## src/common/nocPkg.sv

```systemverilog
package nocPkg;

  localparam int NUM_PORTS = 5;
  localparam int SEL_W     = NUM_PORTS + 1;  // idle plus one bit per port
  localparam int KIND_W    = 3;
  localparam int LEN_W     = 12;
  localparam int DATA_W    = 16;

  // arbiter state, doubles as the grant
  typedef enum logic [SEL_W-1:0] {
    portIdle  = 6'b000001,
    portLocal = 6'b000010,
    portNorth = 6'b000100,
    portEast  = 6'b001000,
    portWest  = 6'b010000,
    portSouth = 6'b100000
  } portSel;

  typedef enum logic [KIND_W-1:0] {
    flitHeader = 3'd1,  // only kind the hardware decodes
    flitBody   = 3'd2,
    flitTail   = 3'd3
  } flitKind;

  typedef struct packed {
    flitKind             kind;
    logic [LEN_W-1:0]    length;   // valid in headers
    logic [DATA_W-1:0]   payload;
  } flitT;

  typedef struct packed {
    logic lcl;  // local port
    logic north;
    logic east;
    logic west;
    logic south;
  } portReqs;

  typedef struct packed {
    flitT lcl;
    flitT north;
    flitT east;
    flitT west;
    flitT south;
  } portFlits;

endpackage

```

## src/hw/arbiter/holdTimer.sv

```systemverilog
`timescale 1ns/1ps

module holdTimer
(
  input  logic                      clk,
  input  logic                      rst,
  input  nocPkg::flitKind           kind,
  input  logic [nocPkg::LEN_W-1:0]  length,
  input  logic                      run,
  output logic                      expired
);

  logic [nocPkg::LEN_W-1:0] holdLen;  // length of the last header seen
  logic [nocPkg::LEN_W-1:0] count;    // cycles of the running grant

  always_ff @(posedge clk)
  begin
    if (rst)
    begin
      holdLen <= '0;
      count   <= '0;
    end
    else
    begin
      if (kind == nocPkg::flitHeader)
      begin
        holdLen <= length;  // latched whether granted or not
      end
      if (run)
      begin
        count <= count + 1'b1;
      end
      else
      begin
        count <= '0;
      end
    end
  end

  assign expired = (count == holdLen);

endmodule

```

## src/hw/arbiter/outputArbiter.sv

```systemverilog
`timescale 1ns/1ps

module outputArbiter
(
  input  logic              clk,
  input  logic              rst,
  input  nocPkg::portReqs   reqs,
  input  nocPkg::portFlits  flits,
  output nocPkg::portSel    grant
);

  // port index order matches the rotation: local, north, east, west, south
  logic [nocPkg::NUM_PORTS-1:0] reqVec;
  logic [nocPkg::NUM_PORTS-1:0] expiredVec;
  logic [nocPkg::NUM_PORTS-1:0] holdVec;   // one-hot holder, zero when idle
  logic [nocPkg::NUM_PORTS-1:0] run;
  nocPkg::flitT                 portFlit [nocPkg::NUM_PORTS];
  nocPkg::portSel               nextState;
  int                           holderIdx;

  assign reqVec = {reqs.south, reqs.west, reqs.east, reqs.north, reqs.lcl};

  assign portFlit[0] = flits.lcl;
  assign portFlit[1] = flits.north;
  assign portFlit[2] = flits.east;
  assign portFlit[3] = flits.west;
  assign portFlit[4] = flits.south;

  for (genvar i = 0; i < nocPkg::NUM_PORTS; i++)
  begin : gTimer
    holdTimer timerInst
    (
      .clk     (clk),
      .rst     (rst),
      .kind    (portFlit[i].kind),
      .length  (portFlit[i].length),
      .run     (run[i]),
      .expired (expiredVec[i])
    );
  end

  // bit 0 of the state is idle, the port bits sit above it
  assign holdVec = grant[nocPkg::SEL_W-1:1];

  // holder keeps counting while it asks and has time left
  assign run = holdVec & reqVec & ~expiredVec;

  always_comb
  begin
    holderIdx = 0;
    for (int i = 0; i < nocPkg::NUM_PORTS; i++)
    begin
      if (holdVec[i])
      begin
        holderIdx = i;
      end
    end
  end

  always_comb
  begin
    logic found;
    int   start;
    int   cand;
    nextState = nocPkg::portIdle;
    found     = 1'b0;
    start     = 0;  // from idle, local has first pick
    cand      = 0;
    if (|run)
    begin
      nextState = grant;  // hold
    end
    else
    begin
      if (|holdVec)
      begin
        start = holderIdx + 1;  // rotation starts after the holder
      end
      for (int k = 0; k < nocPkg::NUM_PORTS; k++)
      begin
        cand = start + k;
        if (cand >= nocPkg::NUM_PORTS)
        begin
          cand = cand - nocPkg::NUM_PORTS;
        end
        // released holder waits out one idle cycle before a regrant
        if (!found && reqVec[cand] && !holdVec[cand])
        begin
          nextState = nocPkg::portSel'(6'b000010 << cand);
          found     = 1'b1;
        end
      end
    end
  end

  always_ff @(posedge clk)
  begin
    if (rst)
    begin
      grant <= nocPkg::portIdle;
    end
    else
    begin
      grant <= nextState;
    end
  end

endmodule

```

## src/hw/outputSwitch.sv

```systemverilog
`timescale 1ns/1ps

module outputSwitch
(
  input  logic              clk,
  input  logic              rst,
  input  nocPkg::portSel    grant,
  input  nocPkg::portFlits  flits,
  output nocPkg::flitT      outFlit,
  output logic              outValid
);

  nocPkg::flitT selFlit;

  always_comb
  begin
    case (grant)
      nocPkg::portLocal: selFlit = flits.lcl;
      nocPkg::portNorth: selFlit = flits.north;
      nocPkg::portEast:  selFlit = flits.east;
      nocPkg::portWest:  selFlit = flits.west;
      nocPkg::portSouth: selFlit = flits.south;
      default:           selFlit = '0;  // idle drives nothing
    endcase
  end

  // output channel lags grant by one cycle
  always_ff @(posedge clk)
  begin
    if (rst)
    begin
      outFlit  <= '0;
      outValid <= 1'b0;
    end
    else
    begin
      outFlit  <= selFlit;
      outValid <= (grant != nocPkg::portIdle);
    end
  end

endmodule

```

## src/hw/outputPort.sv

```systemverilog
`timescale 1ns/1ps

module outputPort
(
  input  logic              clk,
  input  logic              rst,
  input  nocPkg::portReqs   reqs,
  input  nocPkg::portFlits  flits,
  output nocPkg::portSel    grant,
  output nocPkg::flitT      outFlit,
  output logic              outValid
);

  nocPkg::portSel grantState;  // registered arbiter state

  outputArbiter arbiterInst
  (
    .clk   (clk),
    .rst   (rst),
    .reqs  (reqs),
    .flits (flits),
    .grant (grantState)
  );

  outputSwitch switchInst
  (
    .clk      (clk),
    .rst      (rst),
    .grant    (grantState),
    .flits    (flits),
    .outFlit  (outFlit),
    .outValid (outValid)
  );

  assign grant = grantState;

endmodule

```

## config.mk

```make
export PLATFORM = sky130hd
export DESIGN_NAME = outputPort
export DESIGN_NICKNAME = d
export VERILOG_FILES = /design/src/common/nocPkg.sv /design/src/hw/arbiter/holdTimer.sv /design/src/hw/arbiter/outputArbiter.sv /design/src/hw/outputSwitch.sv /design/src/hw/outputPort.sv
export SDC_FILE = /design/constraint.sdc
export NUM_CORES = 1
export LEC_CHECK = 0
export BUFFER_PORTS_ARGS = -buffer_cell sky130_fd_sc_hd__buf_2
export CAP_MARGIN = 20
export CORE_UTILIZATION = 24
export CTS_CLUSTER_DIAMETER = 150
export DETAILED_ROUTE_END_ITERATION = 16
export SLEW_MARGIN = 30
export SYNTH_ARGS = -nofsm -noshare
export SYNTH_HDL_FRONTEND = slang
export SYNTH_SLANG_ARGS = --single-unit
```

## constraint.sdc

```tcl
create_clock -name clk -period 11.12 [get_ports clk]
set_input_delay 1.112 -clock clk [delete_from_list [all_inputs] [get_ports clk]]
set_output_delay 1.112 -clock clk [all_outputs]
set_load 0.05 [all_outputs]
```

==> reports/metrics.cfg, run 1 <==
[yosys]
yosysTopAreaCell=dfxtp_1
yosysUniqueCellTypes=86
post-synth-top-area-fraction_pct=37.4
ys_seq_area_share_pct=37.4
synth_mux_area_share_pct=0.503
synth_flop_cell=dfxtp_1
syn_inst=1030
synthArstFlopShare_pct=0
synth_edf_count=0
synth-compound-area-share_pct=21.2
yosys_warnings=0
yosys.area_share.simple_pct=21.6
synth.area.top_cells=dfxtp_1 37%, xor2_1 9.1%, nand2_1 7.5%, a21oi_1 6.1%, nor2_1 3.9%
syn_avg_cell_area_sq_um=8.22
synth.most_common_cell=nand2_1
ys_ff_latch=158
synthTopCellsByCount=170 x nand2_1, 158 x dfxtp_1, 104 x a21oi_1
netlist_area_sq_um=8470
synth_top_family_by_area=simple AND/OR/NAND/NOR gates
yosys.area_share.adder_pct=3.40
synth-xor-area-share_pct=11.4

[drt]
drc=0
vias=8471
drt_first_pass_iters=6
final_antenna_net_count=0
drt-initial-drc-count=544
routed_wl_microns=30600
post_drt_wl_per_cell_microns=18.3
via_per_inst=5.07

[place]
gp_congestion=0.911
place_hpwl_microns=22800
dp_slack_ns=6.34
port_buffers=199
placed_area_sq_um=9860

[setup_path]
cp-end-kind=flop
slowest_stage=dfxtp_1
arrival_ns=5.24
critPathBufInv=1
slowest_delay_ns=0.95
crit_start=arbiterInst.grant[5]$_SDFFE_PP0N_
reg2regPathDepth=12
startpoint_type=flop
timing.rr.start=arbiterInst.grant[5]$_SDFFE_PP0N_
crit_chain=nor2_2, o21ai_1, inv_1, ha_1, or2_2, ha_1, or4b_2, o31a_1, a211oi_1, and3b_1, o31ai_1, a221oi_1
path_delay_family=simple AND/OR/NAND/NOR gates
reg2reg_setup_slack_ns=6.21
crit_required_ns=11.45
endpoint=arbiterInst.grant[3]$_SDFFE_PP0N_
worst-setup-path-type=flop to flop
cp_max_fo=24
crit_path_frequent_cell=ha_1
r2r_end=arbiterInst.grant[3]$_SDFFE_PP0N_
path_depth=12

[cells_and_area]
seqCellArea_sq_um=3160
syn2layout_area_growth_pct=23.4
layout-drive-gt1-share_pct=22.3
multi_input_area_sq_um=4980
final_nets=1388
n_fill_cell=3715
stdcell_area_sq_um=10400
diodes=0

[sta]
fmax_mhz=204
maxSlewHeadroom_pct=36.5
fin_crit_ns=4.91
holdWs_ns=0.468
drv_slew=0
finalHoldViolCount=0
fin_crit_sh_pct=44.1
fin_skew_ns=0.0120
setup_ws_ns=6.21
setup_tns_ns=0
setup_viol=0
tightest_slew_ns=0.952
rsz0062_at_grt=no

[clocking]
cts_tree=built
clk_pin_slew_ns=0.08
root_buffer=clkbuf_16
cts_setup_buffers=0
cts_made_buffers=17
clk_latency_ns=0.43
htree_num_levels=4
clock-sinks=158
cts_resized=0
hold_buffers=0
cts_buffer_depth=2

[global_routing]
grt_pass1_vias=8367
grt_usage_pct=16.9
antenna_found_initial=0
gr-total-overflow=0
grt_max_degree=67
grt_pass1_wl_microns=46800

[floorplanning]
core_sq_um=34600
rows=68
die-area_sq_um=36000
num_io_pins=200
fp.dieH_microns=190
die_w_microns=190
start_util_pct=24.4

[run]
max_cap_viol_count=0

[hold_path]
holdPathStages=2
hp-class=flop to flop

[power]
leakagePower_nw=4.32
powerDensity_nw_per_um2=194
peakVddDrop_mv=0.0900

[outcome]
status=completed

==> cell usage in the layout, fill, tap and decap left out, types with 4 or more instances in the layout <==
cell	instances
dfxtp_1	158
a21oi_1	104
xor2_1	88
nand4_1	8
a22oi_1	32
buf_2	199
inv_2	4
nand3_1	32
a221oi_1	4
nor2_1	87
nor2b_1	11
inv_1	16
o21ai_0	11
a211oi_1	4
a222oi_1	31
and3_1	19
nor3_2	4
xnor2_1	22
nand2_1	170
ha_1	23
clkbuf_16	17
nor4_1	18
o21ai_1	9
and2_1	6
a31oi_1	11
nor3_1	7
inv_6	5
conb_1	6
buf_4	7
o311a_1	4
nand2b_1	6
==> metal layers <==
metal	share of wire [%]	track usage, %
met5	0	0
met4	4.0	8.25
met3	5.4	2.93
met2	48	28.7
met1	43	20.6
==> cell type report <==
type	count	share of cell area, %
tap	455	5.45
inverter	20	0.719
multi-input combinational	799	47.6
clock buffer	18	4.11
clock inverter	14	1.50
timing repair buffer	207	10.3
sequential	158	30.3
==> sequential cells by signal (all words and copies together) (netlist names) <==
| name | count |
|---|---|
| arbiterInst.gTimer.timerInst.count | 60 |
| arbiterInst.gTimer.timerInst.holdLen | 60 |
| switchInst.outFlit | 31 |
| arbiterInst.grant | 6 |
| switchInst.outValid | 1 |
==> power breakdown <==
part / total [W] / internal (W) / switching (W)
Sequential: 0.000620 / 0.000587 / 0.0000329
Combinational: 0.000811 / 0.000276 / 0.000535
Clock: 0.000596 / 0.000335 / 0.000261
==> how the worst min path moves through the flow <==
stage	from	to	slack (ns)
global placement	arbiterInst.gTimer[1].timerInst.holdLen[8]$_SDFFE_PP0N_	arbiterInst.gTimer[1].timerInst.holdLen[8]$_SDFFE_PP0N_	0.45
finish	arbiterInst.gTimer[0].timerInst.holdLen[9]$_SDFFE_PP0N_	arbiterInst.gTimer[0].timerInst.holdLen[9]$_SDFFE_PP0N_	0.47
global route	arbiterInst.gTimer[3].timerInst.holdLen[6]$_SDFFE_PP0N_	arbiterInst.gTimer[3].timerInst.holdLen[6]$_SDFFE_PP0N_	0.48
CTS	arbiterInst.gTimer[0].timerInst.holdLen[9]$_SDFFE_PP0N_	arbiterInst.gTimer[0].timerInst.holdLen[9]$_SDFFE_PP0N_	0.47
floorplan	arbiterInst.gTimer[0].timerInst.count[0]$_SDFF_PP0_	arbiterInst.gTimer[0].timerInst.count[0]$_SDFF_PP0_	0.44
detailed placement	arbiterInst.gTimer[0].timerInst.holdLen[9]$_SDFFE_PP0N_	arbiterInst.gTimer[0].timerInst.holdLen[9]$_SDFFE_PP0N_	0.46
==> worst min-delay path: cells and delay by family (launching register included) <==
family / cells / cell delay, ns
flip-flops: 1 / 0.32
AND/OR/NAND/NOR: 1 / 0.05
AO/OA/AOI/OAI: 1 / 0.05
==> logic make-up after synthesis <==
| logic type | after synthesis |
|---|---|
| buf+inv | 78 |
| fa+ha+maj | 23 |
| simple gates | 396 |
| other cells | 1 |
| flops | 158 |
| xor+xnor | 110 |
| compound gates | 260 |
| mux | 4 |
==> metrics by stage <==
stage          util, %  instances  power, W
2_1_floorplan        -       1035   0.00120
5_1_grt           30.2       1671   0.00213
3_3_place_gp      28.4       1638   0.00142
4_1_cts           30.2       1671   0.00202
6_report          30.2       1671   0.00203
3_5_place_dp      28.5       1639   0.00142
No activity file was read; power rests on OpenSTA's default activity.
==> run 2, diff against run 1 <==
==> constraint.sdc (replaced) <==
create_clock -name clk -period 4.15 [get_ports clk]
set_input_delay 0.415 -clock clk [delete_from_list [all_inputs] [get_ports clk]]
set_output_delay 0.415 -clock clk [all_outputs]
set_load 0.05 [all_outputs]
==> run 2 against run 1 <==
- highest routed layer is now met5
- critical endpoint is now arbiterInst.grant[2]$_SDFFE_PP0N_
- clock power rose to 2.7 times the previous value
- first-iteration DRC count rose by 24%
- power rose to 2.7 times the previous value
- critical path depth rose by 3
- maximum frequency rose by 28%
- die area did not move
- clock skew rose by 0.0020 ns
- design area rose by 1.3%
- largest power group unchanged
==> reports/metrics.cfg, run 2 (synthesis gave the netlist of run 1 again) <==
[sta]
finalHoldViolCount=0  ; unchanged
setup_viol=0  ; unchanged
fin_skew_ns=0.0140  ; was 0.0120 ns
rsz0062_at_grt=no  ; unchanged
fmax_mhz=262  ; was 204 MHz
fin_crit_sh_pct=92.0  ; was 44.1%
setup_tns_ns=0  ; unchanged
maxSlewHeadroom_pct=42.3  ; was 36.5%
drv_slew=0  ; unchanged
setup_ws_ns=0.330  ; was 6.21 ns
fin_crit_ns=3.82  ; was 4.91 ns
tightest_slew_ns=0.865  ; was 0.952 ns

[cells_and_area]
final_common_cell=buf_2  ; unchanged
syn2layout_area_growth_pct=25.0  ; was 23.4%
reg_top3=arbiterInst.gTimer.timerInst.count x60, arbiterInst.gTimer.timerInst.holdLen x60, switchInst.outFlit x31  ; unchanged
diodes=0  ; unchanged
layout-drive-gt1-share_pct=23.8  ; was 22.3%
n_fill_cell=3714  ; was 3715
final_cell_mix=199 x buf_2, 170 x nand2_1, 157 x dfxtp_1  ; was 199 x buf_2, 170 x nand2_1, 158 x dfxtp_1
final_nets=1405  ; was 1388
stdcell_area_sq_um=10600  ; was 10400 sq um

[drt]
routed_wl_microns=30400  ; was 30600 microns
post_drt_wl_per_cell_microns=18.0  ; was 18.3 microns
final_antenna_net_count=0  ; unchanged
via_per_inst=5.05  ; was 5.07
drc=0  ; unchanged
drt_first_pass_iters=5  ; was 6
vias=8519  ; was 8471
drt-initial-drc-count=677  ; was 544

[place]
port_buffers=199  ; unchanged
gp_congestion=0.931  ; was 0.911
place_hpwl_microns=23600  ; was 22800 microns
placed_area_sq_um=9960  ; was 9860 sq um
dp_slack_ns=0.256  ; was 6.34 ns

[clocking]
cts_made_buffers=17  ; unchanged
root_buffer=clkbuf_16  ; unchanged
cts_tree=built  ; unchanged
cts_buffer_depth=2  ; unchanged
clock-sinks=158  ; unchanged
htree_num_levels=4  ; unchanged
clk_pin_slew_ns=0.08  ; about the same
hold_buffers=0  ; unchanged
clk_latency_ns=0.43  ; about the same

[floorplanning]
num_io_pins=200  ; unchanged
start_util_pct=24.4  ; unchanged
die_w_microns=190  ; unchanged
die-area_sq_um=36000  ; unchanged
core_sq_um=34600  ; unchanged
fp.dieH_microns=190  ; unchanged
rows=68  ; unchanged

[setup_path]
cp_max_fo=8  ; was 24
worst-setup-path-type=flop to flop  ; unchanged
startpoint_type=flop  ; unchanged
crit_required_ns=4.49  ; was 11.45 ns
cp-end-kind=flop  ; unchanged
reg2reg_setup_slack_ns=0.33  ; was 6.21 ns
arrival_ns=4.16  ; was 5.24 ns

[global_routing]
antenna_found_initial=1  ; was 0
gr-total-overflow=0  ; unchanged
grt_usage_pct=16.8  ; was 16.9%
grt_max_degree=66  ; was 67
grt_pass1_wl_microns=46400  ; was 46800 microns
grt_pass1_vias=8354  ; was 8367

[outcome]
status=completed  ; unchanged

[run]
max_cap_viol_count=0  ; unchanged

[hold_path]
hp-class=input port to flop  ; was flop to flop

[power]
peakVddDrop_mv=0.208  ; was 0.0900 mV
powerDensity_nw_per_um2=522  ; was 194 nW/um^2
leakagePower_nw=4.40  ; was 4.32 nW

==> run 2: worst max-delay path, cell delays in order (launching register included) <==
cell       delay (ns)
dfxtp_1          0.37
or2_1            0.28
o21ai_4          0.15
ha_1             0.19
inv_1            0.07
ha_2             0.33
nor2_1           0.15
nor2_1           0.06
ha_1             0.27
a211o_1          0.28
a2111o_1         0.45
o31a_1           0.16
a2111oi_4        0.32
nand3_1          0.14
o211a_1          0.25
o41ai_2          0.25
==> run 2: final cells by class <==
class                           instances  area, sq um  area share (%)
Timing Repair Buffer                  224         1180            11.2
Clock buffer                           18          439            4.15
Tap cell                              455          569            5.38
Clock inverter                         13          154            1.45
Sequential cell                       158         3160            29.9
Inverter                               20         75.1           0.709
Multi-Input combinational cell        799         5000            47.2
==> run 2: metal layers <==
metal	share of wire [%]	up-vias	global-route usage [%]
li1	-	4062	-
met1	44	4089	21.3
met2	48	315	28.0
met3	5.2	51	2.90
met4	3.0	2	6.82
met5	0.046	-	0
==> run 2: worst paths after layout <==
| kind | startpoint | endpoint | depth (start not counted) |
|---|---|---|---|
| worst max-delay path | arbiterInst.grant[5]$_SDFFE_PP0N_ | arbiterInst.grant[2]$_SDFFE_PP0N_ | 15 |
| worst min-delay path | flits[20] | arbiterInst.gTimer[4].timerInst.holdLen[4]$_SDFFE_PP0N_ | 3 |
| worst max register to register | arbiterInst.grant[5]$_SDFFE_PP0N_ | arbiterInst.grant[2]$_SDFFE_PP0N_ | 15 |
| worst min register to register | arbiterInst.gTimer[3].timerInst.holdLen[6]$_SDFFE_PP0N_ | arbiterInst.gTimer[3].timerInst.holdLen[6]$_SDFFE_PP0N_ | 2 |
==> run 2: what timing repair did <==
action                     CTS  global route
buffers inserted             0             0
setup endpoints to repair    0             3
gates resized for setup      0             4
==> run 2: metrics by stage <==
step,instances,hold WS [ns],util [%],power [W]
final,1687,0.233,30.6,0.00553
after global routing,1687,0.225,30.6,0.00581
after detailed placement,1656,0.459,28.8,0.00388
after floorplan,1035,0.440,-,0.00323
after CTS,1687,0.211,30.5,0.00550
after global placement,1656,0.457,28.8,0.00390
==> run 2: power by group <==
part           switching, W  internal, W  leakage (nW)
logic               0.00149     0.000798          2.84
registers         0.0000520      0.00157          1.28
clock network      0.000696     0.000914         0.290
